## src/include/fma_cfg.svh

```systemverilog
/*
 * FMA configuration
 * Single-precision field widths, exponent bias and request tag width
 */
`ifndef FMA_CFG_SVH
`define FMA_CFG_SVH

// IEEE binary32 encoding
`define FMA_EXP_BITS 8      // Exponent field
`define FMA_MAN_BITS 23     // Mantissa field, implicit bit excluded
`define FMA_BIAS     127    // Exponent bias

// Request tag echoed with the response
`define FMA_TAG_WIDTH 4

`endif

```

## src/fp_pkg.sv

```systemverilog
/*
 * IEEE single-precision definitions
 * Encoded value, operand classification, rounding modes and status flags
 */
`include "fma_cfg.svh"

package fp_pkg;

  localparam int EXP_BITS = `FMA_EXP_BITS;
  localparam int MAN_BITS = `FMA_MAN_BITS;
  localparam int BIAS     = `FMA_BIAS;

  // Encoded operand
  typedef struct packed {
    logic                sign;
    logic [EXP_BITS-1:0] exponent;
    logic [MAN_BITS-1:0] mantissa;
  } fp_t;

  // Operand class, one-hot apart from is_signalling
  typedef struct packed {
    logic is_normal;
    logic is_subnormal;
    logic is_zero;
    logic is_inf;
    logic is_nan;
    logic is_signalling;    // Only together with is_nan
  } fp_info_t;

  typedef enum logic [2:0] {
    RNE = 3'd0,             // Nearest, ties to even
    RTZ = 3'd1,             // Toward zero
    RDN = 3'd2,             // Toward -inf
    RUP = 3'd3,             // Toward +inf
    RMM = 3'd4              // Nearest, ties away from zero
  } roundmode_e;

  typedef struct packed {
    logic NV;               // Invalid operation
    logic DZ;               // Divide by zero
    logic OF;               // Overflow
    logic UF;               // Underflow
    logic NX;               // Inexact
  } status_t;

  // Canonical quiet NaN, 7FC00000
  localparam fp_t CANONICAL_QNAN = '{
    sign:     1'b0,
    exponent: '1,
    mantissa: {1'b1, {(MAN_BITS-1){1'b0}}}
  };

endpackage

```

## src/fma_pkg.sv

```systemverilog
/*
 * FMA datapath definitions
 * Operation encoding, request and response payloads, and the state held
 * between the adder and normalization
 */
`include "fma_cfg.svh"

package fma_pkg;
  import fp_pkg::*;

  localparam int PREC_BITS   = MAN_BITS + 1;             // Mantissa with implicit bit
  localparam int SUM_WIDTH   = 3 * PREC_BITS + 4;        // Product, addend and G/R bits
  localparam int EXP_WIDTH   = EXP_BITS + 2;             // Signed internal exponent
  localparam int SHAMT_WIDTH = $clog2(3 * PREC_BITS + 4);

  // With op_mod the addend sign is flipped (FMSUB, FNMADD, SUB)
  typedef enum logic [1:0] {
    FMADD  = 2'd0,
    FNMSUB = 2'd1,
    ADD    = 2'd2,
    MUL    = 2'd3
  } fma_op_e;

  typedef struct packed {
    fp_t [2:0]                 operands;    // A, B, C at index 0, 1, 2
    fma_op_e                   op;
    logic                      op_mod;
    roundmode_e                rnd_mode;
    logic [`FMA_TAG_WIDTH-1:0] tag;
  } fma_req_t;

  // ------------------------------------------------------------------------
  // State after the adder
  // ------------------------------------------------------------------------
  typedef struct packed {
    logic                      eff_sub;           // Product and addend signs differ
    logic                      final_sign;
    logic [EXP_WIDTH-1:0]      exp_product;       // Two's complement
    logic [EXP_WIDTH-1:0]      exp_diff;          // Addend minus product
    logic [EXP_WIDTH-1:0]      tent_exp;
    logic [SHAMT_WIDTH-1:0]    addend_shamt;
    logic                      sticky_before_add; // Addend bits shifted out
    logic [SUM_WIDTH-1:0]      sum;               // Magnitude of the sum
    roundmode_e                rnd_mode;
    logic                      is_special;        // Bypass the regular result
    fp_t                       special_result;
    status_t                   special_status;
    logic [`FMA_TAG_WIDTH-1:0] tag;
  } fma_mid_t;

  typedef struct packed {
    fp_t                       result;
    status_t                   status;
    logic [`FMA_TAG_WIDTH-1:0] tag;
  } fma_rsp_t;

endpackage

```

## src/fp_classifier.sv

```systemverilog
/*
 * Operand classifier
 * Decodes exponent and mantissa fields of three operands into class bits
 */
`timescale 1ns/10ps

module fp_classifier
  import fp_pkg::*;
(
  input  fp_t      [2:0] ops_i,
  output fp_info_t [2:0] info_o
);

  for (genvar i = 0; i < 3; i++) begin : gen_ops
    logic exp_zero;
    logic exp_ones;
    logic man_zero;

    assign exp_zero = (ops_i[i].exponent == '0);
    assign exp_ones = (ops_i[i].exponent == '1);
    assign man_zero = (ops_i[i].mantissa == '0);

    // Quiet NaNs carry a set mantissa MSB
    assign info_o[i] = '{
      is_normal:     !exp_zero && !exp_ones,
      is_subnormal:  exp_zero && !man_zero,
      is_zero:       exp_zero && man_zero,
      is_inf:        exp_ones && man_zero,
      is_nan:        exp_ones && !man_zero,
      is_signalling: exp_ones && !man_zero && !ops_i[i].mantissa[MAN_BITS-1]
    };
  end

endmodule

```

## src/fma_prep.sv

```systemverilog
/*
 * FMA front end
 * Operand adjustment, special cases, exponent path, multiplier,
 * addend alignment and the wide adder
 */
`timescale 1ns/10ps

module fma_prep
  import fp_pkg::*;
  import fma_pkg::*;
(
  input  fma_req_t req_i,
  output fma_mid_t mid_o
);

  fp_info_t [2:0] info;
  fp_t            operand_a, operand_b, operand_c;
  fp_info_t       info_a, info_b, info_c;

  fp_classifier u_classifier (
    .ops_i  ( req_i.operands ),
    .info_o ( info           )
  );

  // ------------------------------------------------------------------------
  // Operation selection
  // ------------------------------------------------------------------------
  always_comb begin : op_select
    operand_a = req_i.operands[0];
    operand_b = req_i.operands[1];
    operand_c = req_i.operands[2];
    info_a    = info[0];
    info_b    = info[1];
    info_c    = info[2];
    operand_c.sign = operand_c.sign ^ req_i.op_mod;     // Modifier negates addend
    unique case (req_i.op)
      FMADD:  ;
      FNMSUB: operand_a.sign = !operand_a.sign;         // Negate product
      ADD: begin                                        // A becomes +1.0
        operand_a = '{sign: 1'b0, exponent: EXP_BITS'(BIAS), mantissa: '0};
        info_a    = '{is_normal: 1'b1, default: 1'b0};
      end
      MUL: begin                                        // C becomes -0.0, keeps RDN sign
        operand_c = '{sign: 1'b1, exponent: '0, mantissa: '0};
        info_c    = '{is_zero: 1'b1, default: 1'b0};
      end
    endcase
  end

  logic eff_sub, tent_sign;
  assign tent_sign = operand_a.sign ^ operand_b.sign;   // Product sign
  assign eff_sub   = tent_sign ^ operand_c.sign;

  // Special cases, in priority order
  fp_t     special_result;
  status_t special_status;
  logic    is_special;

  always_comb begin : special_case
    special_result = CANONICAL_QNAN;
    special_status = '0;
    is_special     = 1'b0;
    if ((info_a.is_inf && info_b.is_zero) || (info_a.is_zero && info_b.is_inf)) begin
      is_special        = 1'b1;                         // Inf * 0, whatever C is
      special_status.NV = 1'b1;
    end else if (info_a.is_nan || info_b.is_nan || info_c.is_nan) begin
      is_special        = 1'b1;
      special_status.NV = info_a.is_signalling | info_b.is_signalling | info_c.is_signalling;
    end else if (info_a.is_inf || info_b.is_inf || info_c.is_inf) begin
      is_special = 1'b1;
      if ((info_a.is_inf || info_b.is_inf) && info_c.is_inf && eff_sub) begin
        special_status.NV = 1'b1;                       // Inf - inf
      end else if (info_a.is_inf || info_b.is_inf) begin
        special_result = '{sign: tent_sign, exponent: '1, mantissa: '0};
      end else begin
        special_result = '{sign: operand_c.sign, exponent: '1, mantissa: '0};
      end
    end
  end

  // ------------------------------------------------------------------------
  // Exponent path
  // ------------------------------------------------------------------------
  logic [EXP_WIDTH-1:0]   exp_product, exp_diff, tent_exp;
  logic [SHAMT_WIDTH-1:0] addend_shamt;

  always_comb begin : exponent_path
    int e_add;
    int e_prod;
    int e_diff;
    e_add  = int'(operand_c.exponent) + int'(!info_c.is_normal);   // Subnormal scale is 1
    e_prod = (info_a.is_zero || info_b.is_zero) ? 2 - BIAS          // Zero product, min exp
           : int'(operand_a.exponent) + int'(info_a.is_subnormal)
             + int'(operand_b.exponent) + int'(info_b.is_subnormal) - BIAS;
    e_diff = e_add - e_prod;
    exp_product = EXP_WIDTH'(e_prod);
    exp_diff    = EXP_WIDTH'(e_diff);
    tent_exp    = EXP_WIDTH'((e_diff > 0) ? e_add : e_prod);
    if (e_diff <= -2 * PREC_BITS - 1) begin
      addend_shamt = SHAMT_WIDTH'(3 * PREC_BITS + 4);   // Addend only in sticky
    end else if (e_diff <= PREC_BITS + 2) begin
      addend_shamt = SHAMT_WIDTH'(PREC_BITS + 3 - e_diff);
    end else begin
      addend_shamt = '0;                                // Product only in sticky
    end
  end

  // ------------------------------------------------------------------------
  // Product, aligned addend and sum
  // ------------------------------------------------------------------------
  logic [PREC_BITS-1:0]   man_a, man_b, man_c;
  logic [2*PREC_BITS-1:0] product;
  logic [SUM_WIDTH-1:0]   product_shifted, addend_after_shift, addend_shifted, sum;
  logic [PREC_BITS-1:0]   addend_sticky_bits;
  logic                   sticky_before_add, inject_carry;
  logic [SUM_WIDTH:0]     sum_raw;                      // Extra carry bit

  assign man_a   = {info_a.is_normal, operand_a.mantissa};
  assign man_b   = {info_b.is_normal, operand_b.mantissa};
  assign man_c   = {info_c.is_normal, operand_c.mantissa};
  assign product = man_a * man_b;
  assign product_shifted = {{(PREC_BITS+2){1'b0}}, product, 2'b00};   // p+2 pad, G/R

  // Up to p bits fall off the right into the sticky field
  assign {addend_after_shift, addend_sticky_bits} = {man_c, {SUM_WIDTH{1'b0}}} >> addend_shamt;
  assign sticky_before_add = |addend_sticky_bits;
  assign addend_shifted    = eff_sub ? ~addend_after_shift : addend_after_shift;
  assign inject_carry      = eff_sub & !sticky_before_add;  // Completes two's complement

  assign sum_raw = product_shifted + addend_shifted + inject_carry;
  // No carry on a subtraction means a negative sum
  assign sum = (eff_sub && !sum_raw[SUM_WIDTH]) ? SUM_WIDTH'(-sum_raw) : sum_raw[SUM_WIDTH-1:0];

  always_comb begin : pack_mid
    mid_o = '{
      eff_sub:           eff_sub,
      final_sign:        eff_sub ? (sum_raw[SUM_WIDTH] == tent_sign) : tent_sign,
      exp_product:       exp_product,
      exp_diff:          exp_diff,
      tent_exp:          tent_exp,
      addend_shamt:      addend_shamt,
      sticky_before_add: sticky_before_add,
      sum:               sum,
      rnd_mode:          req_i.rnd_mode,
      is_special:        is_special,
      special_result:    special_result,
      special_status:    special_status,
      tag:               req_i.tag
    };
  end

endmodule

```

## config.mk

```make
export PLATFORM = sky130hd
export DESIGN_NAME = fma_prep
export DESIGN_NICKNAME = d
export VERILOG_FILES = /design/src/fp_pkg.sv /design/src/fma_pkg.sv /design/src/fp_classifier.sv /design/src/fma_prep.sv
export VERILOG_INCLUDE_DIRS = /design/src /design/src/include
export SDC_FILE = /design/constraint.sdc
export NUM_CORES = 2
export LEC_CHECK = 0
export BUFFER_PORTS_ARGS = -buffer_cell sky130_fd_sc_hd__buf_4
export CORE_MARGIN = 4
export CORE_UTILIZATION = 42
export DETAILED_ROUTE_END_ITERATION = 12
export GPL_ROUTABILITY_DRIVEN = 0
export GPL_TIMING_DRIVEN = 0
export SETUP_SLACK_MARGIN = 0.4
export SLEW_MARGIN = 20
export SYNTH_ARGS = -nofsm -noshare
export SYNTH_HDL_FRONTEND = slang
export SYNTH_SLANG_ARGS = --single-unit
export TNS_END_PERCENT = 50
```

## constraint.sdc

```tcl
create_clock -name vclk -period 16.7
set_input_delay 0.835 -clock vclk [all_inputs]
set_output_delay 0.835 -clock vclk [all_outputs]
set_load 0.02 [all_outputs]
```

==> results.cfg <==
[sta]
hold_viol_final = 0
max-slew-margin-rel = 0.2030
fin_crit_sh = 0.9500
fmax_ghz = 0.06303
setup_viol = 0
worst-slew-pin-transition_ns = 1.192
rsz0062_at_grt = false
maxSlewViolCount = 0
tns_ns = 0
finalCriticalPeriod_ns = 15.87

[worst_setup_path]
cpMaxStageDelayCell = nor3b_2
crit_path_start_kind = input pin
cp_data_arrival_time_ns = 15.03
worst-path-buf-inv = 9
cp-end-kind = output port
path_class = in2out
critical_path.max_fanout = 10
path_delay_family = simple AND/OR/NAND/NOR gates
cpPeakStageDelay_ns = 0.60
crit_required_ns = 15.87

[logic_synthesis]
yosysTopAreaCellShare = 0.3140
netlist_instances = 4057
syn_area_per_cell_um2 = 7.621
yosysUniqueCellTypes = 107
yosys.area.top_type = fa_1
yosysWarningCount = 0
syn-cell-area_mm2 = 0.03092
yosysSeqAreaShare = 0
yosys-top-cells-area = fa_1 31%, ha_1 11%, nand2_1 7.5%

[cells_and_area]
layoutNonFillerInstCount = 5300
area_growth_syn_to_layout_pct = 13.74
nClkBuffers = 0
final_core_util = 0.4820
nets = 5196
regArea_um2 = 0
multiInputGateArea_mm2 = 0.02858
drive_gt1_frac = 0.1320
stdcell_area_mm2 = 0.03517
mostFrequentLayoutCell = nand2_1
final_cell_mix = 615 x nand2_1, 583 x inv_1, 484 x fa_1, 304 x buf_4, 253 x ha_1
n_sequential_cell = 0
nFillCells = 7416

[floorplanning]
core_mm2 = 0.07296
dieArea_mm2 = 0.07802
die_w_um = 279.3
io_pins = 267
start_util = 0.4238
row_count = 99
die_h_um = 279.3

[routing]
top_layer = met5
wl_met1_um = 47610
met2_wirelength_um = 52040
ant_nets = 0
wl_met3_um = 10430
drt_wl_total_um = 115400
first_pass_iters = 6
initialDrtViolationCount = 2962
drcViolationCount = 0
wl_per_cell_um = 21.78
vias = 30319
viasPerCell = 5.721

[grt]
grt_first_pass_wirelength_um = 178100
grt_usage = 0.2892
grt_start_max_net_pins = 14
grt_pass1_vias = 29885
gr-total-overflow = 0
antenna_found_initial = 2

[place]
io_buffers = 212
dp_hpwl_um = 97640
placed_area_mm2 = 0.03383
place_inst = 5261

[job]
max_cap_viol_count = 0

[outcome]
outcome = complete, no violations

[cts]
cts_hold_buffers = 0

[hold_path]
holdCritPathClass = in2out
## Yosys cell counts, types with 8 or more instances
library cell,n
o22ai_1,27
o21bai_1,13
fa_1,485
a211o_1,8
o211ai_1,43
a31oi_1,35
clkbuf_1,181
xor2_1,49
nand2b_1,26
o32ai_1,10
nor4_1,35
a21o_1,50
inv_1,584
o21ai_1,19
and3_1,38
nor2_1,192
nor3b_1,10
nand2_1,616
xnor2_1,202
nor3_1,60
or3_1,20
ha_1,263
a21oi_1,165
nor2b_1,43
mux2_2,12
o211a_1,8
o21ai_0,140
and2_1,202
or2_2,29
a22oi_1,10
a211oi_1,29
o31ai_1,25
buf_1,11
buf_4,45
a21boi_0,10
nand3_1,85
o21a_1,22
buf_2,13
nand4_1,39
mux2i_1,23
## cells by family (layout without fill, tap and decap cells)
kind of cell	after synthesis	in the layout	share of synthesized area
fa+ha+maj	748	748	0.4205
simple gates	1457	1457	0.2301
compound gates	721	721	0.1560
xor+xnor	251	251	0.07110
mux	38	38	0.01376
buf+inv	840	1091	0.1083
other cells	2	35	0.0002429
## final timing paths
kind                  start        end  slack [ns]  depth (start not counted)
setup / recovery  req_i[56]  mid_o[70]        0.83                         62
hold / removal     req_i[1]   mid_o[1]        1.87                          2
## repair_timing
| action | 4_1_cts | 5_1_grt |
|---|---|---|
| buffers inserted | 15 | 23 |
| endpoints found under the setup margin | 76 | 75 |
| pin swaps | 13 | 46 |
| resized for setup | 107 | 194 |
## metrics by stage
step / hold slack [ns] / worst slack (ns)
finish: 1.868 / 0.8345
global placement: 1.868 / -2.771
global route: 1.872 / 0.3237
detailed placement: 1.869 / -2.484
CTS: 1.869 / 0.4047
floorplan: 1.783 / 2.007
## layout make-up
type,count,share of cell area
well taps,959,0.03412
repair buffers,251,0.05358
inverters,589,0.06308
multi-input cells,3249,0.8129
plain buffers,251,0.03626
diodes,1,0.00007116
## metal layers
metal | vias up | track usage
li1 | 13820 | -
met1 | 14712 | 0.3925
met2 | 1501 | 0.4723
met3 | 284 | 0.05109
met4 | 2 | 0.08968
met5 | - | 0
